$ cat src/axi_bridge_params.svh
`ifndef AXI_BRIDGE_PARAMS_SVH
`define AXI_BRIDGE_PARAMS_SVH

// Both sides of the bridge share one address width and one data width
`define AXI_ADDR_W 32
`define AXI_DATA_W 32

// Transaction id width on the AXI side
`define AXI_ID_W 4

// Width of the AXI burst length field, so up to 256 beats per burst
`define AXI_LEN_W 8

// Bursts never cross a 4 KB page, so only these low bits ever step
`define AXI_PAGE_BITS 12

// Outstanding bursts per channel between address and response stage
`define XACT_FIFO_DEPTH 4

`endif

$ cat src/axi_bridge_pkg.sv
`default_nettype none
`include "axi_bridge_params.svh"

package axi_bridge_pkg;

    // AXI burst type encodings, code 2'b11 is reserved
    typedef enum logic [1:0] {FIXED = 2'b00, INCR = 2'b01, WRAP = 2'b10} burst_t;

    // Response codes, bit 1 set marks an error
    typedef enum logic [1:0] {OKAY = 2'b00, EXOKAY = 2'b01, SLVERR = 2'b10, DECERR = 2'b11} resp_t;

    // Splitter is either forwarding a fresh beat or replaying a burst
    typedef enum logic {IDLE = 1'b0, BURST = 1'b1} split_state_t;

    // One full AXI address beat
    typedef struct packed {
        logic [`AXI_ID_W-1:0]   id;
        logic [`AXI_ADDR_W-1:0] addr;
        logic [`AXI_LEN_W-1:0]  len;
        logic [2:0]             size;
        burst_t                 burst;
        logic [2:0]             prot;
    } axi_addr_t;

    // A Lite address beat only has address and protection
    typedef struct packed {
        logic [`AXI_ADDR_W-1:0] addr;
        logic [2:0]             prot;
    } lite_addr_t;

    // Burst bookkeeping passed from an address stage to its response stage
    typedef struct packed {
        logic [`AXI_ID_W-1:0]  id;
        logic [`AXI_LEN_W-1:0] len;
    } xact_t;

    // Address of the beat following addr within a burst
    function automatic logic [`AXI_ADDR_W-1:0] next_addr(
        input logic [`AXI_ADDR_W-1:0] addr,
        input logic [2:0]             size,
        input logic [3:0]             wrap_len,
        input burst_t                 burst
    );
        logic [`AXI_PAGE_BITS-1:0] low;
        logic [`AXI_PAGE_BITS-1:0] step;
        logic [`AXI_PAGE_BITS-1:0] wrap_mask;
        logic [`AXI_PAGE_BITS-1:0] stepped;
        low  = addr[`AXI_PAGE_BITS-1:0];
        step = `AXI_PAGE_BITS'(1) << size;
        // Legal wrap lengths are 1, 3, 7 or 15, which already form a bit mask
        wrap_mask = `AXI_PAGE_BITS'(wrap_len) << size;
        case (burst)
            // Align down to the beat size first, then step one beat
            INCR: stepped = (low & ~(step - 1'b1)) + step;
            // Carry out of the wrap block is masked off so the address folds back
            WRAP: stepped = ((low + step) & wrap_mask) | (low & ~wrap_mask);
            default: stepped = low;
        endcase
        // Bits above the page never change
        return {addr[`AXI_ADDR_W-1:`AXI_PAGE_BITS], stepped};
    endfunction

endpackage

`default_nettype wire

$ cat src/axi_burst_splitter.sv
`default_nettype none
`include "axi_bridge_params.svh"

module axi_burst_splitter (
    input  wire                       clk,
    input  wire                       rstn,
    input  wire                       axi_valid,
    output logic                      axi_ready,
    input  axi_bridge_pkg::axi_addr_t axi_beat,
    output logic                      lite_valid,
    input  wire                       lite_ready,
    output axi_bridge_pkg::lite_addr_t lite_beat,
    output logic                      fifo_push,
    input  wire                       fifo_full,
    output axi_bridge_pkg::xact_t     fifo_data
);
    import axi_bridge_pkg::*;

    split_state_t           state;
    // Fields latched from the AXI beat for the rest of the burst
    logic [2:0]             size_q;
    burst_t                 burst_q;
    logic [3:0]             wrap_len_q;
    logic [2:0]             prot_q;
    logic [`AXI_ADDR_W-1:0] addr_q;
    // Lite beats still to issue after the current one
    logic [`AXI_LEN_W-1:0]  remain_q;
    // Switched fields come from the AXI beat in IDLE and from the latches in BURST
    logic [2:0]             size_sw;
    burst_t                 burst_sw;
    logic [3:0]             wrap_len_sw;
    logic [`AXI_ADDR_W-1:0] addr_next;
    logic                   idle_open;
    logic                   axi_fire;

    assign size_sw     = (state == BURST) ? size_q : axi_beat.size;
    assign burst_sw    = (state == BURST) ? burst_q : axi_beat.burst;
    assign wrap_len_sw = (state == BURST) ? wrap_len_q : axi_beat.len[3:0];

    // Step from the address currently on the Lite side
    assign addr_next = next_addr(lite_beat.addr, size_sw, wrap_len_sw, burst_sw);

    // A new burst may only start when its bookkeeping has room in the FIFO
    assign idle_open  = (state == IDLE) && !fifo_full;
    assign axi_ready  = idle_open && lite_ready;
    assign lite_valid = (state == BURST) || (axi_valid && idle_open);
    assign lite_beat  = (state == BURST) ? lite_addr_t'{addr: addr_q, prot: prot_q}
                                         : lite_addr_t'{addr: axi_beat.addr, prot: axi_beat.prot};

    // The first beat of every burst records id and length for the response side
    assign axi_fire  = axi_valid && axi_ready;
    assign fifo_push = axi_fire;
    assign fifo_data = xact_t'{id: axi_beat.id, len: axi_beat.len};

    always_ff @(posedge clk or negedge rstn) begin
        if (!rstn) begin
            state    <= IDLE;
            remain_q <= '0;
        end else begin
            case (state)
                IDLE: begin
                    // Single beats complete in IDLE, longer bursts replay the rest
                    if (axi_fire && axi_beat.len != '0) begin
                        state    <= BURST;
                        remain_q <= axi_beat.len;
                    end
                end
                BURST: begin
                    if (lite_ready) begin
                        remain_q <= remain_q - 1'b1;
                        if (remain_q == `AXI_LEN_W'(1)) begin
                            state <= IDLE;
                        end
                    end
                end
                default: state <= IDLE;
            endcase
        end
    end

    always_ff @(posedge clk) begin
        if (axi_fire) begin
            size_q     <= axi_beat.size;
            burst_q    <= axi_beat.burst;
            wrap_len_q <= axi_beat.len[3:0];
            prot_q     <= axi_beat.prot;
            addr_q     <= addr_next;
        end else if (state == BURST && lite_ready) begin
            addr_q <= addr_next;
        end
    end

    // No new AXI beat may be taken while a burst is being replayed
    a_no_ready_in_burst: assert property (
        @(posedge clk) disable iff (!rstn) (state == BURST) |-> !axi_ready
    );

    // A stalled Lite beat stays on the bus unchanged
    // In IDLE that depends on the AXI master holding its address beat
    a_lite_beat_held: assert property (
        @(posedge clk) disable iff (!rstn)
        lite_valid && !lite_ready |=> lite_valid && $stable(lite_beat)
    );

endmodule

`default_nettype wire

$ cat src/axi_to_lite.sv
`default_nettype none
`include "axi_bridge_params.svh"

module axi_to_lite (
    input  wire                        clk,
    input  wire                        rstn,
    // AXI slave side
    input  wire                        ar_valid,
    output logic                       ar_ready,
    input  axi_bridge_pkg::axi_addr_t  ar,
    output logic                       r_valid,
    input  wire                        r_ready,
    output logic [`AXI_ID_W-1:0]       r_id,
    output logic [`AXI_DATA_W-1:0]     r_data,
    output axi_bridge_pkg::resp_t      r_resp,
    output logic                       r_last,
    input  wire                        aw_valid,
    output logic                       aw_ready,
    input  axi_bridge_pkg::axi_addr_t  aw,
    input  wire                        w_valid,
    output logic                       w_ready,
    input  wire [`AXI_DATA_W-1:0]      w_data,
    input  wire [`AXI_DATA_W/8-1:0]    w_strb,
    output logic                       b_valid,
    input  wire                        b_ready,
    output logic [`AXI_ID_W-1:0]       b_id,
    output axi_bridge_pkg::resp_t      b_resp,
    // Lite master side
    output logic                       lite_ar_valid,
    input  wire                        lite_ar_ready,
    output axi_bridge_pkg::lite_addr_t lite_ar,
    input  wire                        lite_r_valid,
    output logic                       lite_r_ready,
    input  wire [`AXI_DATA_W-1:0]      lite_r_data,
    input  axi_bridge_pkg::resp_t      lite_r_resp,
    output logic                       lite_aw_valid,
    input  wire                        lite_aw_ready,
    output axi_bridge_pkg::lite_addr_t lite_aw,
    output logic                       lite_w_valid,
    input  wire                        lite_w_ready,
    output logic [`AXI_DATA_W-1:0]     lite_w_data,
    output logic [`AXI_DATA_W/8-1:0]   lite_w_strb,
    input  wire                        lite_b_valid,
    output logic                       lite_b_ready,
    input  axi_bridge_pkg::resp_t      lite_b_resp
);
    import axi_bridge_pkg::*;

    // Read and write bookkeeping travel through separate FIFOs
    xact_t ar_xact, r_xact, aw_xact, b_xact;
    logic  ar_push, rfifo_full, r_pop, rfifo_empty;
    logic  aw_push, wfifo_full, b_pop, wfifo_empty;

    axi_burst_splitter u_ar_split (
        .clk(clk), .rstn(rstn),
        .axi_valid(ar_valid), .axi_ready(ar_ready), .axi_beat(ar),
        .lite_valid(lite_ar_valid), .lite_ready(lite_ar_ready), .lite_beat(lite_ar),
        .fifo_push(ar_push), .fifo_full(rfifo_full), .fifo_data(ar_xact)
    );

    axi_burst_splitter u_aw_split (
        .clk(clk), .rstn(rstn),
        .axi_valid(aw_valid), .axi_ready(aw_ready), .axi_beat(aw),
        .lite_valid(lite_aw_valid), .lite_ready(lite_aw_ready), .lite_beat(lite_aw),
        .fifo_push(aw_push), .fifo_full(wfifo_full), .fifo_data(aw_xact)
    );

    xact_fifo u_rfifo (
        .clk(clk), .rstn(rstn),
        .push(ar_push), .push_data(ar_xact), .full(rfifo_full),
        .pop(r_pop), .pop_data(r_xact), .empty(rfifo_empty)
    );

    xact_fifo u_wfifo (
        .clk(clk), .rstn(rstn),
        .push(aw_push), .push_data(aw_xact), .full(wfifo_full),
        .pop(b_pop), .pop_data(b_xact), .empty(wfifo_empty)
    );

    read_resp_tracker u_read_resp (
        .clk(clk), .rstn(rstn),
        .lite_r_valid(lite_r_valid), .lite_r_ready(lite_r_ready),
        .lite_r_data(lite_r_data), .lite_r_resp(lite_r_resp),
        .r_valid(r_valid), .r_ready(r_ready), .r_id(r_id),
        .r_data(r_data), .r_resp(r_resp), .r_last(r_last),
        .xact(r_xact), .xact_empty(rfifo_empty), .xact_pop(r_pop)
    );

    write_resp_merger u_write_resp (
        .clk(clk), .rstn(rstn),
        .lite_b_valid(lite_b_valid), .lite_b_ready(lite_b_ready), .lite_b_resp(lite_b_resp),
        .b_valid(b_valid), .b_ready(b_ready), .b_id(b_id), .b_resp(b_resp),
        .xact(b_xact), .xact_empty(wfifo_empty), .xact_pop(b_pop)
    );

    // Write data goes straight across, bursts are never interrupted so w_last is not needed
    assign lite_w_valid = w_valid;
    assign w_ready      = lite_w_ready;
    assign lite_w_data  = w_data;
    assign lite_w_strb  = w_strb;

endmodule

`default_nettype wire

$ cat src/read_resp_tracker.sv
`default_nettype none
`include "axi_bridge_params.svh"

module read_resp_tracker (
    input  wire                     clk,
    input  wire                     rstn,
    input  wire                     lite_r_valid,
    output logic                    lite_r_ready,
    input  wire [`AXI_DATA_W-1:0]   lite_r_data,
    input  axi_bridge_pkg::resp_t   lite_r_resp,
    output logic                    r_valid,
    input  wire                     r_ready,
    output logic [`AXI_ID_W-1:0]    r_id,
    output logic [`AXI_DATA_W-1:0]  r_data,
    output axi_bridge_pkg::resp_t   r_resp,
    output logic                    r_last,
    input  axi_bridge_pkg::xact_t   xact,
    input  wire                     xact_empty,
    output logic                    xact_pop
);

    logic                  in_burst;
    logic [`AXI_ID_W-1:0]  id_q;
    // Beats of the current burst still expected after the last one seen
    logic [`AXI_LEN_W-1:0] remain_q;
    logic                  beat_fire;

    // Data path is a straight pass, only id and last are rebuilt
    assign r_valid      = lite_r_valid;
    assign lite_r_ready = r_ready;
    assign r_data       = lite_r_data;
    assign r_resp       = lite_r_resp;
    assign beat_fire    = lite_r_valid && lite_r_ready;

    // The FIFO head describes the burst until its first beat has gone through
    assign r_id     = in_burst ? id_q : xact.id;
    assign r_last   = in_burst ? (remain_q == `AXI_LEN_W'(1)) : (xact.len == '0);
    assign xact_pop = !in_burst && beat_fire;

    always_ff @(posedge clk or negedge rstn) begin
        if (!rstn) begin
            in_burst <= 1'b0;
            remain_q <= '0;
        end else if (beat_fire) begin
            if (!in_burst) begin
                in_burst <= xact.len != '0;
                remain_q <= xact.len;
            end else begin
                remain_q <= remain_q - 1'b1;
                if (remain_q == `AXI_LEN_W'(1)) begin
                    in_burst <= 1'b0;
                end
            end
        end
    end

    always_ff @(posedge clk) begin
        if (xact_pop) begin
            id_q <= xact.id;
        end
    end

    // Read data with nothing outstanding means the slave answered an unissued read
    a_r_has_request: assert property (
        @(posedge clk) disable iff (!rstn) lite_r_valid && !in_burst |-> !xact_empty
    );

endmodule

`default_nettype wire

$ cat src/write_resp_merger.sv
`default_nettype none
`include "axi_bridge_params.svh"

module write_resp_merger (
    input  wire                   clk,
    input  wire                   rstn,
    input  wire                   lite_b_valid,
    output logic                  lite_b_ready,
    input  axi_bridge_pkg::resp_t lite_b_resp,
    output logic                  b_valid,
    input  wire                   b_ready,
    output logic [`AXI_ID_W-1:0]  b_id,
    output axi_bridge_pkg::resp_t b_resp,
    input  axi_bridge_pkg::xact_t xact,
    input  wire                   xact_empty,
    output logic                  xact_pop
);
    import axi_bridge_pkg::*;

    logic                  in_burst;
    logic [`AXI_ID_W-1:0]  id_q;
    logic [`AXI_LEN_W-1:0] remain_q;
    // Response accumulated over the Lite beats seen so far
    resp_t                 acc_q;
    resp_t                 resp_merged;
    logic                  last_beat;
    logic                  beat_fire;

    assign last_beat = in_burst ? (remain_q == `AXI_LEN_W'(1)) : (xact.len == '0);

    // Once an error is recorded it sticks, otherwise the newest code is taken
    assign resp_merged = (in_burst && acc_q[1]) ? acc_q : lite_b_resp;

    // Only the final Lite response reaches the master
    assign b_valid      = last_beat && lite_b_valid;
    assign lite_b_ready = last_beat ? b_ready : 1'b1;
    assign b_id         = in_burst ? id_q : xact.id;
    assign b_resp       = resp_merged;

    assign beat_fire = lite_b_valid && lite_b_ready;
    assign xact_pop  = !in_burst && beat_fire;

    always_ff @(posedge clk or negedge rstn) begin
        if (!rstn) begin
            in_burst <= 1'b0;
            remain_q <= '0;
        end else if (beat_fire) begin
            if (!in_burst) begin
                in_burst <= xact.len != '0;
                remain_q <= xact.len;
            end else begin
                remain_q <= remain_q - 1'b1;
                if (remain_q == `AXI_LEN_W'(1)) begin
                    in_burst <= 1'b0;
                end
            end
        end
    end

    always_ff @(posedge clk) begin
        if (xact_pop) begin
            id_q <= xact.id;
        end
        if (beat_fire) begin
            acc_q <= resp_merged;
        end
    end

    // A write response must belong to a burst whose address was sent
    a_b_has_request: assert property (
        @(posedge clk) disable iff (!rstn) lite_b_valid && !in_burst |-> !xact_empty
    );

endmodule

`default_nettype wire

$ cat src/xact_fifo.sv
`default_nettype none
`include "axi_bridge_params.svh"

module xact_fifo (
    input  wire                   clk,
    input  wire                   rstn,
    input  wire                   push,
    input  axi_bridge_pkg::xact_t push_data,
    output logic                  full,
    input  wire                   pop,
    output axi_bridge_pkg::xact_t pop_data,
    output logic                  empty
);
    import axi_bridge_pkg::*;

    localparam int DEPTH = `XACT_FIFO_DEPTH;
    localparam int PTR_W = (DEPTH > 1) ? $clog2(DEPTH) : 1;

    xact_t            mem [DEPTH];
    logic [PTR_W-1:0] wr_ptr;
    logic [PTR_W-1:0] rd_ptr;
    // One extra bit so a full buffer can be told apart from an empty one
    logic [PTR_W:0]   count;

    assign full     = count == (PTR_W + 1)'(DEPTH);
    assign empty    = count == '0;
    assign pop_data = mem[rd_ptr];

    always_ff @(posedge clk or negedge rstn) begin
        if (!rstn) begin
            wr_ptr <= '0;
            rd_ptr <= '0;
            count  <= '0;
        end else begin
            // Pointers wrap explicitly so any depth works
            if (push) begin
                wr_ptr <= (wr_ptr == PTR_W'(DEPTH - 1)) ? '0 : wr_ptr + 1'b1;
            end
            if (pop) begin
                rd_ptr <= (rd_ptr == PTR_W'(DEPTH - 1)) ? '0 : rd_ptr + 1'b1;
            end
            if (push && !pop) begin
                count <= count + 1'b1;
            end else if (pop && !push) begin
                count <= count - 1'b1;
            end
        end
    end

    always_ff @(posedge clk) begin
        if (push) begin
            mem[wr_ptr] <= push_data;
        end
    end

    // The splitter must hold off when no entry is free
    a_no_overflow: assert property (@(posedge clk) disable iff (!rstn) push |-> !full);
    // Response stages only pop for a burst that was issued
    a_no_underflow: assert property (@(posedge clk) disable iff (!rstn) pop |-> !empty);

endmodule

`default_nettype wire
$ cat config.mk
export PLATFORM = sky130hd
export DESIGN_NAME = axi_to_lite
export DESIGN_NICKNAME = d
export VERILOG_FILES = /design/src/axi_bridge_pkg.sv /design/src/axi_burst_splitter.sv /design/src/axi_to_lite.sv /design/src/read_resp_tracker.sv /design/src/write_resp_merger.sv /design/src/xact_fifo.sv
export VERILOG_INCLUDE_DIRS = /design/src
export SDC_FILE = /design/constraint.sdc
export NUM_CORES = 1
export LEC_CHECK = 0
export BUFFER_PORTS_ARGS = -buffer_cell sky130_fd_sc_hd__buf_2
export CAP_MARGIN = 10
export CORE_ASPECT_RATIO = 1.1
export CORE_MARGIN = 10
export CORE_UTILIZATION = 31
export CTS_CLUSTER_DIAMETER = 100
export DETAILED_ROUTE_END_ITERATION = 10
export PLACE_DENSITY = 0.53
export SLEW_MARGIN = 5
export SYNTH_ARGS = -nofsm -noshare
export SYNTH_HDL_FRONTEND = slang
export SYNTH_SLANG_ARGS = --single-unit
$ cat constraint.sdc
create_clock -name clk -period 4.3 [get_ports clk]
set_clock_uncertainty 0.2 [all_clocks]
set_input_delay 0 -clock clk [delete_from_list [all_inputs] [get_ports clk]]
set_output_delay 0 -clock clk [all_outputs]
set_load 0.005 [all_outputs]
==> impl_metrics.tcl, run 1 <==
set metrics [dict create \
    outcome "finished, final reports clean" \
    peakVddDrop_v 0.000420 \
    synth_area_leader_cell "edfxtp_1" \
    first_iter_violations 782 \
    post_cts_buffers 0 \
    postSynthNetCount 1531 \
    mappedNetlistArea_sq_mm 0.0147 \
    grt_use_met3 0.0262 \
    rsz0062_at_grt "no" \
    grt.met1_usage 0.179 \
    track_usage 0.140 \
    muxShareOfSynthArea 0.140 \
    setup_viol 0 \
    synth_simple_gate_area_frac 0.108 \
    synth_warnings 0 \
    whs_ps 25.8 \
    wl_per_cell_um 18.3 \
    max_clock_freq_mhz 258 \
    setup_tns_ps 0 \
    routed_wl_um 41400 \
    ys_top_cells_by_area "edfxtp_1, dfrtp_1, mux2_2" \
    grt_max_degree 51 \
    numCtsBuffers 29 \
    place_hpwl_um 27900 \
    synth-compound-area-share 0.120 \
    htree_levels 1 \
    synth_top_family_by_area "multiplexers" \
    top_usage_layer "met2" \
    clock_latency_ps 560 \
    layout-drive-gt1-share 0.260 \
    synthArstFlopShare 0.205 \
    start_util 0.315 \
    vias_per_cell 4.95 \
    port_buffers 204 \
    rr_worst_depth 14 \
    grt_pass1_wl_um 66000 \
    clockRootBuffer "clkbuf_16" \
    period_needed_ps 3880 \
    cts_tree "built" \
    max_slew.worst_pin.slew_ps 775 \
    maxCapViolCount 0 \
    syn2layout_area_growth_pct 27.5 \
    place.gp.congestion 0.880 \
    vias 11179 \
    critPathMaxFanout 23 \
    path_clk_slew_ps 60 \
    multi_input_area_sq_mm 0.00633 \
    synth_edf_count 194 \
    antenna_left 0 \
    clkSinkCount 244 \
    synthCells 1292 \
    ys.flop_type "edfxtp_1" \
    regArea_sq_mm 0.00708 \
    synth_top_area_frac 0.395 \
    drc_errors 0 \
    ioPinCount 349 \
    synth_xor_area_frac 0.0155 \
    min_period_over_period 0.903 \
    crit_type "reg2reg" \
    synth_most_common_cell "edfxtp_1" \
    cp.required_ps 4400 \
    yosys-top-cells-count "edfxtp_1, buf_4, nand2_1" \
    grt_remaining_overflow 0 \
    relSlewSlack 0.483 \
    grt_use_met2 0.238 \
    hold_violations 0 \
    ys_ff_latch 244 \
    start_kind "register" \
    cp-end-kind "register" \
    syn_avg_cell_area_sq_um 11.4 \
    p_leak_nw 7.48 \
    dieWidth_um 228 \
    synthAdderAreaFrac 0.0454 \
    cellPowerDensity_mw_per_mm2 598 \
    grt_antenna_before_repair 2 \
    rows 83 \
    synthDistinctLibCells 87 \
    min_path_type "in2reg" \
    nFillCells 4489 \
    first_pass_iters 7 \
    core_sq_mm 0.0468 \
    ys_seq_area_frac 0.480 \
    clockBufferDepth 3 \
    final_max_slew_viol_count 0 \
    regToRegSetupSlack_ps 420 \
    layout.nets 1836 \
    arrival_ps 3990 \
    hold_path_depth 4 \
    die_y_um 249 \
    fin_total_pwr_mw 11.2 \
    first_global_vias 11612 \
    die_area_sq_mm 0.0567 \
]
## power breakdown
group	total [mW]	internal [mW]	leakage (nW)	switching [mW]
Clock	2.67	1.62	0.492	1.05
Sequential	3.66	3.22	2.39	0.449
Combinational	4.90	2.21	4.60	2.68
## cells in the final DEF, fill, tap and decap left out, drive strengths merged, types with 7 or more instances in the layout
cell type,netlist,final
a22oi,11,11
clkinv,2,10
buf,139,228
o221ai,7,7
nor2,78,78
edfxtp,194,194
a211oi,10,10
ha,47,47
dfrtp,50,50
nand2b,18,18
mux2,82,82
a21oi,63,63
o21ai,68,68
xor2,11,11
o21bai,8,8
mux4,25,25
a31oi,12,12
and2,16,16
dlygate4sd3,0,209
nor3,24,24
nand3,31,31
nor4,11,11
clkbuf,24,31
xnor2,15,15
inv,59,62
o211ai,9,9
o22ai,15,15
mux2i,53,53
nand2,93,93
o221a,10,10
## critical path: stages, from the launching register on
cell	delay, ps
dfrtp_4	610
mux2_2	400
nor2_1	100
nand2_1	130
inv_1	70
ha_1	260
fa_1	440
a21o_1	170
a21oi_1	250
o22ai_1	120
o21ai_0	270
o221ai_1	200
nand4_1	140
mux2i_1	190
nand3_1	80
## logic make-up after synthesis
kind of cell	Yosys count
simple gates	320
compound gates	267
flops	244
buf+inv	224
mux	160
fa+ha+maj	51
xor+xnor	26
## layout make-up
type                            count  share of cell area
Clock buffer                       31              0.0396
Sequential cell                   244               0.377
Tap cell                          637              0.0424
Multi-Input combinational cell    824               0.337
Timing Repair Buffer              437               0.175
Antenna cell                        2            0.000266
Inverter                           61              0.0123
Clock inverter                     23              0.0162
## flip-flops by register name (all words and copies together) (netlist names), 4 cells and up
| name | flops |
|---|---|
| u_write_resp.remain_q | 8 |
| u_aw_split.remain_q | 8 |
| u_aw_split.addr_q | 32 |
| u_ar_split.addr_q | 32 |
| u_ar_split.wrap_len_q | 4 |
| u_read_resp.id_q | 4 |
| u_aw_split.wrap_len_q | 4 |
| u_ar_split.remain_q | 8 |
| u_read_resp.remain_q | 8 |
| u_write_resp.id_q | 4 |
| u_rfifo.mem | 48 |
| u_wfifo.mem | 48 |
## timing repair
item | CTS | global route
hold buffers | 209 | 0
endpoints found under the hold margin | 382 | 0
endpoints found under the setup margin | 0 | 1
gates resized for setup | 0 | 2
## final timing paths
path | start | endpoint
max | u_ar_split.state | u_ar_split.addr_q[10]
min in group asynchronous | rstn | u_read_resp.remain_q[0]
max in group asynchronous | rstn | u_aw_split.state
min reg2reg | u_rfifo.count[2] | u_rfifo.count[2]
min | ar[24] | u_ar_split.addr_q[8]
max reg2reg | u_ar_split.state | u_ar_split.addr_q[10]
## stage by stage
stage               cell area, sq um  utilization  cells  setup WS [ps]
floorplan                      14700            -   1292            418
global placement               15600        0.334   1994            423
detailed placement             15600        0.334   1994            360
CTS                            18800        0.401   2257            328
global route                   18800        0.401   2259           65.5
finish                         18800        0.401   2259            419
## layer usage
metal	vias to the layer above	part of all wire
li1	5340	-
met1	5448	0.44
met5	-	0
met2	340	0.49
met3	51	0.055
met4	0	0.017
No activity file was read; power rests on OpenSTA's default activity.
==> run 2, diff against run 1 <==
--- a/config.mk
+++ b/config.mk
@@ -17,4 +17,5 @@
 export SLEW_MARGIN = 5
 export SYNTH_ARGS = -nofsm -noshare
 export SYNTH_HDL_FRONTEND = slang
+export SYNTH_HIERARCHICAL = 1
 export SYNTH_SLANG_ARGS = --single-unit
==> constraint.sdc (replaced) <==
create_clock -name clk -period 4.15 [get_ports clk]
set_clock_uncertainty 0.2 [all_clocks]
set_input_delay 0 -clock clk [delete_from_list [all_inputs] [get_ports clk]]
set_output_delay 0 -clock clk [all_outputs]
set_load 0.005 [all_outputs]
==> run 2 against run 1 <==
Utilization fell by 1.0 points. Routed wire length rose by 2.6%. Final cell count rose by 1.6%. Clock power fell by 3%. Area after synthesis rose by 3.8%. Non-clock buffer count rose by 9. Sequential cell count did not move.
==> impl_metrics.tcl, run 2 <==
set metrics [dict create \
    period_needed_ps 3920 \
    cp.required_ps 4290 \
    port_buffers 204 \
    syn_avg_cell_area_sq_um 11.5 \
    rsz0062_at_grt "no" \
    wl_per_cell_um 18.5 \
    numCtsBuffers 30 \
    min_path_type "in2reg" \
    grt_use_met3 0.0292 \
    first_iter_violations 513 \
    p_leak_nw 7.50 \
    synth_warnings 6 \
    grt_max_degree 43 \
    crit_type "reg2reg" \
    clockBufferDepth 3 \
    layout.nets 1857 \
    critPathMaxFanout 25 \
    relSlewSlack 0.458 \
    synthCells 1327 \
    core_sq_mm 0.0489 \
    grt_pass1_wl_um 66300 \
    place_hpwl_um 28700 \
    worstPathCellList "and4bb_2 > nor2_1 > ha_2 > o21ai_0 > a221o_1 > o21ai_1 > o31ai_4 > a31oi_1 > o31ai_2 > dlygate4sd3_1" \
    vias_per_cell 4.97 \
    insertedDiodeCount 0 \
    post-route-util 0.391 \
    cp-end-kind "register" \
    antenna_left 0 \
    rows 85 \
    grt_remaining_overflow 0 \
    arrival_ps 4050 \
    hold_violations 0 \
    first_pass_iters 4 \
    clock_latency_ps 580 \
    cellPowerDensity_mw_per_mm2 611 \
    clkSinkCount 244 \
    maxCapViolCount 0 \
    slowest_delay_ps 670 \
    final_common_cell "dlygate4sd3_1" \
    max_slew.worst_pin.slew_ps 813 \
    dieWidth_um 232 \
    outcome "finished, final reports clean" \
    clockRootBuffer "clkbuf_16" \
    mappedNetlistArea_sq_mm 0.0153 \
    postSynthNetCount 1563 \
    die_area_sq_mm 0.0586 \
    grt.met1_usage 0.173 \
    first_global_vias 11691 \
    grt_antenna_before_repair 0 \
    setup_tns_ps 0 \
    final_max_slew_viol_count 0 \
    cts_tree "built" \
    ioPinCount 349 \
    placed_area_sq_mm 0.0160 \
    top_usage_layer "met2" \
    path_clk_slew_ps 60 \
    peakVddDrop_v 0.000344 \
    die_y_um 253 \
    vias 11417 \
    start_util 0.313 \
    start_kind "register" \
    layout_common_cells "dlygate4sd3_1, buf_2, edfxtp_1" \
    setup_viol 0 \
    max_clock_freq_mhz 255 \
    layout-drive-gt1-share 0.271 \
    routed_wl_um 42500 \
    grt_use_met2 0.237 \
    place.gp.congestion 0.900 \
    design_area_sq_mm 0.0191 \
    top_regs "u_rfifo/mem x48, u_wfifo/mem x48" \
    min_period_over_period 0.943 \
    cpMaxStageDelayCell "dfrtp_4" \
    syn2layout_area_growth_pct 25.1 \
    htree_levels 1 \
    drc_errors 0 \
    track_usage 0.139 \
]
[run 2: routing by layer]
layer  wire [um]  part of all wire  vias up
li1            -                 -     5466
met1       18100              0.43     5573
met2       20700              0.49      322
met3        2860             0.067       56
met4         887             0.021        0
met5           0                 0        -
[run 2: power by group]
part / internal (mW) / switching (mW) / total, mW
clock: 1.48 / 1.11 / 2.59
combinational: 2.40 / 2.84 / 5.24
sequential: 3.33 / 0.512 / 3.85
[run 2: per-stage QoR]
step                      total power, mW  hold WS (ps)  setup WS, ps  cells
after floorplan                      7.78          -496           543   1327
after global placement               8.88          -200           478   2029
after detailed placement             8.95          -200           456   2029
after CTS                            11.8          3.44           140   2296
after global routing                 12.5          41.0          72.9   2296
final                                11.7          35.0           235   2296
[run 2: area by class of cell]
type,count,area (sq um)
Sequential cell,244,7080
Clock buffer,34,776
Clock inverter,21,194
Fill cell,4753,29800
Inverter,55,209
Timing Repair Buffer,446,3390
Tap cell,652,816
Multi-Input combinational cell,844,6660
[run 2: repair_timing]
action	in CTS	in global routing
hold buffers	212	0
hold endpoints to repair	407	0
gates resized for setup	0	2
buffers inserted	0	0
endpoints found under the setup margin	0	1
[run 2: final timing paths]
check / startpoint / end / slack (ps) / cells after the start
hold / removal: aw[14] / u_wfifo/mem[1][6] / 40 / 2
hold reg to reg: u_wfifo/count[2] / u_wfifo/count[2] / 260 / 1
setup reg to reg: u_aw_split/state / u_aw_split/addr_q[11] / 230 / 10
setup / recovery: u_aw_split/state / u_aw_split/addr_q[11] / 230 / 10
min in group asynchronous: rstn / u_write_resp/remain_q[2] / 260 / 4
max in group asynchronous: rstn / u_ar_split/state / 3000 / 4
[run 2: critical path: cells and delay by family, from the launching register on]
family	cells	cell delay, ps
buf+inv	1	560
flops	1	670
fa+ha+maj	1	380
compound gates	6	1200
simple gates	2	650
